**src/rtl/mips_isa_pkg.sv**
```systemverilog
`default_nettype none

package mips_isa_pkg;

    // Architectural widths
    localparam int WORD_W     = 32;
    localparam int REG_ADDR_W = 5;
    localparam int NUM_REGS   = 32;
    localparam int OPCODE_W   = 6;
    localparam int IMM_W      = 16;                    // I-type immediate
    localparam int JIDX_W     = 26;                    // J-type word index
    localparam int JUMP_HI_W  = WORD_W - JIDX_W - 2;   // PC+4 bits kept on a jump

    // Instruction field positions (low bit of each field)
    localparam int OP_LSB = 26;
    localparam int RS_LSB = 21;
    localparam int RT_LSB = 16;
    localparam int RD_LSB = 11;

    localparam logic [WORD_W-1:0] RESET_PC = 32'h0000_0000;   // First fetch address
    localparam logic [WORD_W-1:0] PC_STEP  = 32'd4;           // One word

    // Primary opcodes handled by the decoder
    typedef enum logic [OPCODE_W-1:0] {
        OP_RTYPE = 6'd0,
        OP_J     = 6'd2,
        OP_BEQ   = 6'd4,
        OP_ADDI  = 6'd8,
        OP_LW    = 6'd35,
        OP_SW    = 6'd43
    } opcode_e;

    // Operation requested from EX
    typedef enum logic [1:0] {
        ALU_NONE  = 2'd0,   // Bubble or jump
        ALU_ADD   = 2'd1,   // Address calc or addi
        ALU_SUB   = 2'd2,   // beq compare
        ALU_FUNCT = 2'd3    // R-type, EX looks at funct
    } alu_op_e;

endpackage

`default_nettype wire

```
**src/rtl/pipe_pkg.sv**
```systemverilog
`default_nettype none

package pipe_pkg;

    // Control bits carried from ID down to EX, MEM and WB
    typedef struct packed {
        logic                  reg_dest;     // EX, rd instead of rt
        mips_isa_pkg::alu_op_e alu_op;       // EX
        logic                  alu_src;      // EX, immediate as operand B
        logic                  mem_read;     // MEM
        logic                  mem_write;    // MEM
        logic                  branch;       // MEM
        logic                  reg_write;    // WB
        logic                  mem_to_reg;   // WB
        logic                  jump;         // ID, fetch redirect
    } ctrl_t;

    // Fetched word and its address
    typedef struct packed {
        logic                              valid;
        logic [mips_isa_pkg::WORD_W-1:0]   pc;
        logic [mips_isa_pkg::WORD_W-1:0]   inst;
    } if_id_t;

    // Decode results handed to EX
    typedef struct packed {
        logic                                valid;
        ctrl_t                               ctrl;
        logic [mips_isa_pkg::WORD_W-1:0]     pc;
        logic [mips_isa_pkg::WORD_W-1:0]     data_a;
        logic [mips_isa_pkg::WORD_W-1:0]     data_b;
        logic [mips_isa_pkg::WORD_W-1:0]     immediate;
        logic [mips_isa_pkg::REG_ADDR_W-1:0] rt;
        logic [mips_isa_pkg::REG_ADDR_W-1:0] rd;
        logic [mips_isa_pkg::WORD_W-1:0]     jump_address;
    } id_ex_t;

    // Register bank write port, driven from WB
    typedef struct packed {
        logic                                reg_write;
        logic [mips_isa_pkg::REG_ADDR_W-1:0] write_reg;
        logic [mips_isa_pkg::WORD_W-1:0]     write_data;
    } wb_write_t;

endpackage

`default_nettype wire

```
**src/rtl/control_unit.sv**
```systemverilog
`timescale 1ns/1ps
`default_nettype none

module control_unit (
    input  wire                           i_enable,   // Low means bubble
    input  wire  mips_isa_pkg::opcode_e   i_opcode,
    output pipe_pkg::ctrl_t               o_ctrl
);

    always_comb begin
        o_ctrl = '0;   // Inactive unless decoded below
        if (i_enable) begin
            case (i_opcode)
                mips_isa_pkg::OP_RTYPE: begin
                    o_ctrl.reg_dest  = 1'b1;
                    o_ctrl.reg_write = 1'b1;
                    o_ctrl.alu_op    = mips_isa_pkg::ALU_FUNCT;
                end
                mips_isa_pkg::OP_ADDI: begin
                    o_ctrl.alu_src   = 1'b1;
                    o_ctrl.reg_write = 1'b1;
                    o_ctrl.alu_op    = mips_isa_pkg::ALU_ADD;
                end
                mips_isa_pkg::OP_LW: begin
                    o_ctrl.alu_src    = 1'b1;
                    o_ctrl.mem_read   = 1'b1;
                    o_ctrl.mem_to_reg = 1'b1;   // Load result goes to WB
                    o_ctrl.reg_write  = 1'b1;
                    o_ctrl.alu_op     = mips_isa_pkg::ALU_ADD;
                end
                mips_isa_pkg::OP_SW: begin
                    o_ctrl.alu_src   = 1'b1;
                    o_ctrl.mem_write = 1'b1;
                    o_ctrl.alu_op    = mips_isa_pkg::ALU_ADD;
                end
                mips_isa_pkg::OP_BEQ: begin
                    o_ctrl.branch = 1'b1;   // Resolved later in the pipe
                    o_ctrl.alu_op = mips_isa_pkg::ALU_SUB;
                end
                mips_isa_pkg::OP_J: begin
                    o_ctrl.jump = 1'b1;
                end
                default: begin
                    o_ctrl = '0;   // Unknown opcode
                end
            endcase
        end
    end

endmodule

`default_nettype wire

```
**src/rtl/fetch_unit.sv**
```systemverilog
`timescale 1ns/1ps
`default_nettype none

module fetch_unit (
    input  wire                                  i_clock,
    input  wire                                  i_reset,
    input  wire                                  i_stall,
    input  wire                                  i_jump,          // From ID, valid jump in IF/ID
    input  wire  [mips_isa_pkg::WORD_W-1:0]      i_jump_address,
    input  wire  [mips_isa_pkg::WORD_W-1:0]      i_wb_dat,
    input  wire                                  i_wb_ack,
    output logic                                 o_wb_cyc,
    output logic                                 o_wb_stb,
    output logic [mips_isa_pkg::WORD_W-1:0]      o_wb_adr,
    output logic                                 o_wb_we,
    output pipe_pkg::if_id_t                     o_if_id
);

    typedef enum logic {
        IDLE,
        BUS
    } state_e;

    state_e                          state;
    logic [mips_isa_pkg::WORD_W-1:0] pc;             // Address of the next fetch
    logic                            jump_pending;   // Redirect waits for the delay slot
    logic [mips_isa_pkg::WORD_W-1:0] jump_target;
    logic                            bus_done;

    assign bus_done = (state == BUS) && i_wb_ack;
    assign o_wb_cyc = (state == BUS);
    assign o_wb_stb = (state == BUS);
    assign o_wb_adr = pc;
    assign o_wb_we  = 1'b0;   // Read-only master

    always_ff @(posedge i_clock) begin
        if (i_reset) begin
            state <= IDLE;
        end else begin
            case (state)
                IDLE:    state <= i_stall ? IDLE : BUS;
                BUS:     state <= i_wb_ack ? IDLE : BUS;   // Drop for a cycle after ack
                default: state <= IDLE;
            endcase
        end
    end

    // The word completing while a jump is pending is the delay slot
    always_ff @(posedge i_clock) begin
        if (i_reset) begin
            pc           <= mips_isa_pkg::RESET_PC;
            jump_pending <= 1'b0;
        end else if (bus_done) begin
            pc           <= jump_pending ? jump_target : pc + mips_isa_pkg::PC_STEP;
            jump_pending <= 1'b0;
        end else if (i_jump) begin
            jump_pending <= 1'b1;
        end
    end

    always_ff @(posedge i_clock) begin
        if (i_jump) begin
            jump_target <= i_jump_address;
        end
    end

    always_ff @(posedge i_clock) begin
        if (i_reset) begin
            o_if_id.valid <= 1'b0;
        end else if (bus_done) begin
            o_if_id.valid <= 1'b1;
            o_if_id.pc    <= pc;
            o_if_id.inst  <= i_wb_dat;
        end else if (!i_stall) begin
            o_if_id.valid <= 1'b0;   // Consumed by ID
        end
    end

endmodule

`default_nettype wire

```
**src/rtl/id_stage.sv**
```systemverilog
`timescale 1ns/1ps
`default_nettype none

module id_stage (
    input  wire                                  i_clock,
    input  wire                                  i_reset,
    input  wire                                  i_stall,
    input  wire  pipe_pkg::if_id_t               i_if_id,
    input  wire  pipe_pkg::wb_write_t            i_wb,
    output logic                                 o_jump,
    output logic [mips_isa_pkg::WORD_W-1:0]      o_jump_address,
    output pipe_pkg::id_ex_t                     o_id_ex
);

    logic [mips_isa_pkg::WORD_W-1:0]     inst;
    mips_isa_pkg::opcode_e               opcode;
    logic [mips_isa_pkg::REG_ADDR_W-1:0] rs;
    logic [mips_isa_pkg::REG_ADDR_W-1:0] rt;
    logic [mips_isa_pkg::REG_ADDR_W-1:0] rd;
    logic [mips_isa_pkg::IMM_W-1:0]      imm;
    logic [mips_isa_pkg::WORD_W-1:0]     imm_ext;
    logic [mips_isa_pkg::WORD_W-1:0]     pc_plus4;
    logic [mips_isa_pkg::WORD_W-1:0]     data_a;
    logic [mips_isa_pkg::WORD_W-1:0]     data_b;
    pipe_pkg::ctrl_t                     ctrl;

    assign inst   = i_if_id.inst;
    assign opcode = mips_isa_pkg::opcode_e'(inst[mips_isa_pkg::OP_LSB +: mips_isa_pkg::OPCODE_W]);
    assign rs     = inst[mips_isa_pkg::RS_LSB +: mips_isa_pkg::REG_ADDR_W];
    assign rt     = inst[mips_isa_pkg::RT_LSB +: mips_isa_pkg::REG_ADDR_W];
    assign rd     = inst[mips_isa_pkg::RD_LSB +: mips_isa_pkg::REG_ADDR_W];
    assign imm    = inst[mips_isa_pkg::IMM_W-1:0];

    assign imm_ext  = {{(mips_isa_pkg::WORD_W - mips_isa_pkg::IMM_W){imm[mips_isa_pkg::IMM_W-1]}}, imm};
    assign pc_plus4 = i_if_id.pc + mips_isa_pkg::PC_STEP;

    // Region bits of PC+4, then the word index
    assign o_jump_address = {pc_plus4[mips_isa_pkg::WORD_W-1 -: mips_isa_pkg::JUMP_HI_W],
                             inst[mips_isa_pkg::JIDX_W-1:0], 2'b00};
    assign o_jump         = ctrl.jump;   // Already gated by IF/ID valid

    registers_bank u_registers_bank (
        .i_clock      (i_clock),
        .i_reset      (i_reset),
        .i_read_reg_a (rs),
        .i_read_reg_b (rt),
        .i_wb         (i_wb),
        .o_data_a     (data_a),
        .o_data_b     (data_b)
    );

    control_unit u_control_unit (
        .i_enable (i_if_id.valid),
        .i_opcode (opcode),
        .o_ctrl   (ctrl)
    );

    always_ff @(posedge i_clock) begin
        if (i_reset) begin
            o_id_ex <= '0;
        end else if (i_stall) begin
            o_id_ex.valid <= 1'b0;   // Payload held, pulse not repeated
        end else begin
            o_id_ex.valid        <= i_if_id.valid;
            o_id_ex.ctrl         <= ctrl;
            o_id_ex.pc           <= i_if_id.pc;
            o_id_ex.data_a       <= data_a;
            o_id_ex.data_b       <= data_b;
            o_id_ex.immediate    <= imm_ext;
            o_id_ex.rt           <= rt;
            o_id_ex.rd           <= rd;
            o_id_ex.jump_address <= o_jump_address;
        end
    end

endmodule

`default_nettype wire

```
**src/rtl/mips_front_top.sv**
```systemverilog
`timescale 1ns/1ps
`default_nettype none

module mips_front_top (
    input  wire                                  i_clock,
    input  wire                                  i_reset,
    input  wire                                  i_stall,
    input  wire  [mips_isa_pkg::WORD_W-1:0]      i_wb_dat,
    input  wire                                  i_wb_ack,
    input  wire  pipe_pkg::wb_write_t            i_wb_write,   // Writeback into the bank
    output logic                                 o_wb_cyc,
    output logic                                 o_wb_stb,
    output logic [mips_isa_pkg::WORD_W-1:0]      o_wb_adr,
    output logic                                 o_wb_we,
    output pipe_pkg::id_ex_t                     o_id_ex
);

    pipe_pkg::if_id_t                if_id;
    logic                            jump;
    logic [mips_isa_pkg::WORD_W-1:0] jump_address;

    fetch_unit u_fetch_unit (
        .i_clock        (i_clock),
        .i_reset        (i_reset),
        .i_stall        (i_stall),
        .i_jump         (jump),
        .i_jump_address (jump_address),
        .i_wb_dat       (i_wb_dat),
        .i_wb_ack       (i_wb_ack),
        .o_wb_cyc       (o_wb_cyc),
        .o_wb_stb       (o_wb_stb),
        .o_wb_adr       (o_wb_adr),
        .o_wb_we        (o_wb_we),
        .o_if_id        (if_id)
    );

    id_stage u_id_stage (
        .i_clock        (i_clock),
        .i_reset        (i_reset),
        .i_stall        (i_stall),
        .i_if_id        (if_id),
        .i_wb           (i_wb_write),
        .o_jump         (jump),           // Back to fetch, same cycle
        .o_jump_address (jump_address),
        .o_id_ex        (o_id_ex)
    );

endmodule

`default_nettype wire

```
**src/rtl/registers_bank.sv**
```systemverilog
`timescale 1ns/1ps
`default_nettype none

module registers_bank (
    input  wire                                      i_clock,
    input  wire                                      i_reset,
    input  wire  [mips_isa_pkg::REG_ADDR_W-1:0]      i_read_reg_a,
    input  wire  [mips_isa_pkg::REG_ADDR_W-1:0]      i_read_reg_b,
    input  wire  pipe_pkg::wb_write_t                i_wb,
    output logic [mips_isa_pkg::WORD_W-1:0]          o_data_a,
    output logic [mips_isa_pkg::WORD_W-1:0]          o_data_b
);

    logic [mips_isa_pkg::WORD_W-1:0]     regs    [mips_isa_pkg::NUM_REGS];
    logic [mips_isa_pkg::REG_ADDR_W-1:0] rd_addr [2];
    logic [mips_isa_pkg::WORD_W-1:0]     rd_data [2];

    assign rd_addr[0] = i_read_reg_a;
    assign rd_addr[1] = i_read_reg_b;
    assign o_data_a   = rd_data[0];
    assign o_data_b   = rd_data[1];

    always_ff @(posedge i_clock) begin
        if (i_reset) begin
            for (int i = 0; i < mips_isa_pkg::NUM_REGS; i++) begin
                regs[i] <= '0;
            end
        end else if (i_wb.reg_write && (i_wb.write_reg != '0)) begin   // r0 stays zero
            regs[i_wb.write_reg] <= i_wb.write_data;
        end
    end

    // Both read ports share the same forwarding rule
    always_comb begin
        for (int p = 0; p < 2; p++) begin
            if (rd_addr[p] == '0) begin
                rd_data[p] = '0;
            end else if (i_wb.reg_write && (i_wb.write_reg == rd_addr[p])) begin
                rd_data[p] = i_wb.write_data;   // Write-through
            end else begin
                rd_data[p] = regs[rd_addr[p]];
            end
        end
    end

endmodule

`default_nettype wire

```
**config.mk**
```make
export PLATFORM = sky130hd
export DESIGN_NAME = mips_front_top
export DESIGN_NICKNAME = d
export VERILOG_FILES = /design/src/rtl/mips_isa_pkg.sv /design/src/rtl/pipe_pkg.sv /design/src/rtl/control_unit.sv /design/src/rtl/fetch_unit.sv /design/src/rtl/id_stage.sv /design/src/rtl/mips_front_top.sv /design/src/rtl/registers_bank.sv
export SDC_FILE = /design/constraint.sdc
export NUM_CORES = 2
export LEC_CHECK = 0
export BUFFER_PORTS_ARGS = -buffer_cell sky130_fd_sc_hd__buf_4
export CAP_MARGIN = 20
export CORE_MARGIN = 8
export CORE_UTILIZATION = 56
export DETAILED_ROUTE_END_ITERATION = 7
export PLACE_DENSITY_LB_ADDON = 0.08
export SETUP_SLACK_MARGIN = 0.1
export SLEW_MARGIN = 20
export SYNTH_ARGS = -nofsm -noshare
export SYNTH_HDL_FRONTEND = slang
export SYNTH_SLANG_ARGS = --single-unit
```
**constraint.sdc**
```tcl
create_clock -name i_clock -period 5.1 [get_ports i_clock]
set_clock_uncertainty 0.2 [all_clocks]
set_input_delay 0.255 -clock i_clock [delete_from_list [all_inputs] [get_ports i_clock]]
set_output_delay 0.255 -clock i_clock [all_outputs]
set_load 0.005 [all_outputs]
```
After elaboration in Yosys (flattened, before gate mapping)
Memories as Yosys holds them, arrays and structs flattened. A register that Yosys moved wholly into a read port is not among the register bits.
Index checks and enable logic that the tools add are counted.

word-level totals
  register bits after elaboration = 292
  latch bits = 0
  RAM bits = 1024
  bits in read-only memories = 0
  input port bits = 74
  output and inout port bits = 216
  word-level logic and storage cells = 80
  memories kept = 1

memory list
  name                              depth  bits a word  read ports  clocked after Yosys merged registers in  write ports  RTL line              text
  u_id_stage.u_registers_bank.regs  32     32           2           2                                        32           registers_bank.sv:14  logic [mips_isa_pkg::WORD_W-1:0] regs [mips_isa_pkg::NUM_REGS];

operators by class
  add/subtract/negate cells = 2
  multiply operators = 0
  div/mod/pow operators = 0
  magnitude comparators = 0
  eq/ne operators = 8
  shift operators = 0
  multiplexer cells = 29
  bitwise logic cells = 2
  reduce and logical (&&, ||, !) cells = 14

operators by type and width
  operator                                             number
  2-to-1 mux 32 bit                                    6
  adder 32 x 3 -> 32 bit, second input constant        2
  OR reduction 32 bit                                  1
  2-to-1 mux 1 bit                                     17
  2-to-1 mux 5 bit                                     3
  equality test 6 bit, second input constant           2
  equality test 5 bit                                  2
  zero test 5 bit                                      2
  2-to-1 mux 10 bit                                    1
  equality test 6 x 2 -> 1 bit, second input constant  1
  equality test 6 x 3 -> 1 bit, second input constant  1
  equality test 6 x 4 -> 1 bit, second input constant  1
  zero test 6 bit                                      1
  case mux 2 bit (3 select lines)                      1
  OR reduction 3 bit                                   2
  nonzero test 5 bit                                   1
  logical AND 1 bit                                    4
  OR reduction 2 bit                                   2
  != test 2 x 1 -> 1 bit, second input constant        1
  inverter 1 bit                                       2
  case mux 1 bit (2 select lines)                      1
  AND reduction 2 bit                                  1

Logic depth before layout (Yosys ltp)
  word-level depth = 7
  mapped depth = 10
  depth with buffers taken out = 6

Cells and area by module
A second synthesis with hierarchy kept.

second synthesis, totals
  cells, all modules = 4717
  area total of the unflattened synthesis = 65612.9 µm²

by module, submodules not included
  module          instances  cells an instance  area an instance (µm²)  sequential area each (µm²)
  registers_bank  1          3802               55061.6                 30749.5
  id_stage        1          548                5582.9                  2742.6
  fetch_unit      1          347                4839.6                  3583.4
  control_unit    1          20                 128.9                   0.0

Worst setup path before layout
OpenSTA, ideal clock, no wires.

  path kind = register to register
  start point = register, netlist name u_fetch_unit.o_if_id[26]
  end point = register u_fetch_unit.jump_target[10] in the netlist's numbering (enable)
  library setup time = 0.510 ns
  arrival = 4.090 ns
  data required time = 4.390 ns
  setup slack = 0.299 ns
  cell stages (with the launch flop) = 3
  path buffers = 0
  period minus slack after synthesis = 4.801 ns
  cells stage by stage = edfxtp_1 or3_1 nor4b_1

between the ends
  cells in the longest elaborated chain, start to end = 3

ends and longest elaborated chain
  what                          RTL line              text
  equality test 6 x 2 -> 1 bit  control_unit.sv:13    case (i_opcode)
  2-to-1 mux 1 bit              control_unit.sv:13
  2-to-1 mux 10 bit             control_unit.sv:12    if (i_enable) begin
  via jump                      mips_front_top.sv:19  logic jump;
  end signal: assignment        fetch_unit.sv:63      jump_target <= i_jump_address;
  end: declaration              fetch_unit.sv:27      logic [mips_isa_pkg::WORD_W-1:0] jump_target;

The timed path passes the listed nets, and every way through them passes these cells.
A chain may end at the register's enable or synchronous reset.

==> impl_metrics.yaml <==
outcome:
  outcome: "finished with violations"
  violations: "design-rule violations"
cells_and_area:
  nets: 4876
  drive_gt1_share_pct: 26.1
  fillCellCount: 8396
  synthToLayoutAreaGrowth_pct: 13.6
global_route:
  grt_pass1_wl_um: 311000
  grt_max_degree: 125
  grt_pass1_vias: 42100
  gr-total-overflow: 0
  grt_antenna_before_repair: 23
  gr-usage-all-layers_pct: 33.9
sta:
  maxSlewViolCount: 0
  period_needed_ps: 3650
  fmax_mhz: 274
  finalCritPeriodShare_pct: 71.7
  finalSetupViolCount: 0
  hold_viol: 0
  worst_pin_slew_ps: 1200
  fin_tns_setup_ps: 0
  slew_headroom_pct: 19.6
  rsz0062_at_grt: "no"
logic_synthesis:
  avgSynthCellArea_um2: 14.2
  synth_compound_area_share_pct: 6.03
  yosys_warnings: 0
  synth-seq-area-share_pct: 56.5
  synthTopCellsByArea: "edfxtp_1, mux4_2, and2_1"
  yosysTopAreaCell: "edfxtp_1"
  synth_mux_area_share_pct: 19.6
  yosysMostFrequentCell: "edfxtp_1"
  synthCells: 4623
  synth_ff_type: "edfxtp_1"
  yosys.area_share.adder_pct: 0.0191
  synth_top_area_share_pct: 51.1
  syn-cell-area_um2: 65600
  ys_seq_elements: 1293
  synth-edff-count: 1116
  synth-xor-area-share_pct: 0.534
  yosys.area_share.simple_pct: 13.3
  async_flop_share_pct: 0
  synth_top_family_by_area: "multiplexers"
  synthTopCellsByCount: "edfxtp_1, and2_1, mux4_2, clkbuf_1, dfxtp_1"
  ys_types: 70
flow_run:
  drv_cap: 0
worst_setup_path:
  crit_arrival_ps: 3820
  critPathMaxFanout: 59
  required_ps: 5270
  slowest_delay_ps: 880
  slowest_stage: "or2_2"
  cp_cell_sequence: "dlygate4sd3_1 > clkbuf_8 > nor2b_2 > nand3b_1 > nor3_2 > buf_4 > or2_2"
  end_kind: "flip-flop"
  cp-start-kind: "input pin"
  path_class: "input pin to flip-flop"
  regToRegSetupSlack_ps: 1540
clock_network:
  clock_latency_ps: 770
  numClockSinks: 1293
  htree_levels: 4
  tritoncts: "done"
  cts-buffers-inserted: 140
  cts_buffer_depth: 3
  ctsHoldBuffers: 79
  root_buffer: "clkbuf_16"
  post_cts_resized: 0
  clk_pin_slew_worst_paths_ps: 60
  cts_setup_buffers: 0
floorplan:
  dieHeight_um: 358
  die-area_um2: 128000
  fp.dieW_um: 358
  fp.coreArea_um2: 116000
  start_util_pct: 56.4
  rows: 125
  pin_count: 290
route:
  drt-initial-drc-count: 6735
  drc: 4
  routed_via_density: 6.73
  wl_per_cell_um: 34.2
  drtAntennaViolNets: 0
  via_count: 43400
  first_pass_iters: 8
  drt-total-wl_um: 221000
worst_hold_path:
  hp-class: "input pin to flip-flop"
power:
  peakVddDrop_uv: 330
  design_power_total_mw: 25.4
  power.density_nw_per_um2: 341
  power.leakage_nw: 26.1
place:
  place_congestion: 0.877
  dpl.hpwl_um: 137000
  place.port_buffers: 282
-- cell usage in the layout, fill, tap and decap left out, types with 26 or more instances in the layout --
cell type	count
nor2_1	104
clkbuf_1	26
o21ai_1	36
clkbuf_16	145
edfxtp_1	1116
o21ai_0	57
nand2_1	112
xnor2_1	28
conb_1	39
a222oi_1	35
a21oi_1	113
dlygate4sd3_1	79
and2_1	997
mux2_2	67
mux4_2	457
nor3_1	39
mux2i_1	171
dfxtp_1	169
or2_2	26
buf_4	405
o22ai_1	93
nor2b_1	51
a211oi_1	74
-- path summary, 6_finish.rpt --
| kind | startpoint | to | depth (start not counted) |
|---|---|---|---|
| worst max-delay path | i_reset | u_id_stage.u_registers_bank.regs[26][19] | 7 |
| worst min-delay path | i_wb_dat[5] | u_fetch_unit.o_if_id[5] | 2 |
| worst max register to register | flip-flop | u_id_stage.o_id_ex[133] | 6 |
| worst min register to register | u_fetch_unit.o_if_id[12] | u_fetch_unit.jump_target[14] | 0 |
-- cell families (layout without fill, tap and decap cells) --
kind of cell	count (synthesis)	after routing
flip-flops	1293	1293
other	1	50
AND/OR/NAND/NOR	1489	1489
AO/OA/AOI/OAI	576	576
XOR/XNOR	40	40
adder cells (fa/ha/maj)	1	1
buffers and inverters	519	775
multiplexers	704	704
-- critical path: cells and delay by family --
kind,cells,cell delay [ps]
buf+inv,3,1300
simple gates,4,2190
-- report_power, final --
| part | total [mW] | internal, mW | switching [mW] |
|---|---|---|---|
| Sequential | 12.4 | 12.0 | 0.390 |
| Combinational | 2.67 | 1.13 | 1.53 |
| Clock | 10.3 | 5.97 | 4.37 |
-- area by class of cell --
| class | count | area (um^2) | area share [%] |
|---|---|---|---|
| Tap cell | 1524 | 1910 | 2.56 |
| Antenna cell | 11 | 27.5 | 0.0370 |
| Timing Repair Buffer | 507 | 4290 | 5.76 |
| Clock inverter | 75 | 757 | 1.02 |
| Clock buffer | 183 | 3890 | 5.23 |
| Multi-Input combinational cell | 2849 | 26500 | 35.6 |
| Inverter | 10 | 38.8 | 0.0521 |
| Sequential cell | 1293 | 37100 | 49.8 |
-- through the flow --
stage	utilization (%)	hold slack [ps]	setup WS, ps	instances	area [um^2]
after floorplan	-	154	299	4661	65700
after global placement	59.4	233	1440	6103	69000
after detailed placement	59.4	234	1310	6104	69000
after CTS	64.1	0.360	1540	6441	74400
after global routing	64.1	11.1	1300	6445	74400
final	64.1	38.6	1450	6452	74500
-- registers in the layout (all words and copies together) (netlist names), named ones only --
register                          count
u_fetch_unit.jump_pending             1
u_fetch_unit.jump_target             30
u_fetch_unit.o_if_id                 63
u_fetch_unit.o_wb_adr                30
u_fetch_unit.o_wb_cyc                 1
u_id_stage.o_id_ex                  134
u_id_stage.u_registers_bank.regs   1024
-- routing by layer --
metal | GRT usage [%] | part of all wire [%]
met1 | 45.5 | 37
met2 | 51.7 | 46
met3 | 10.5 | 13
met4 | 13.8 | 4.4
met5 | 0 | 0.026
No activity file was read; power rests on OpenSTA's default activity.
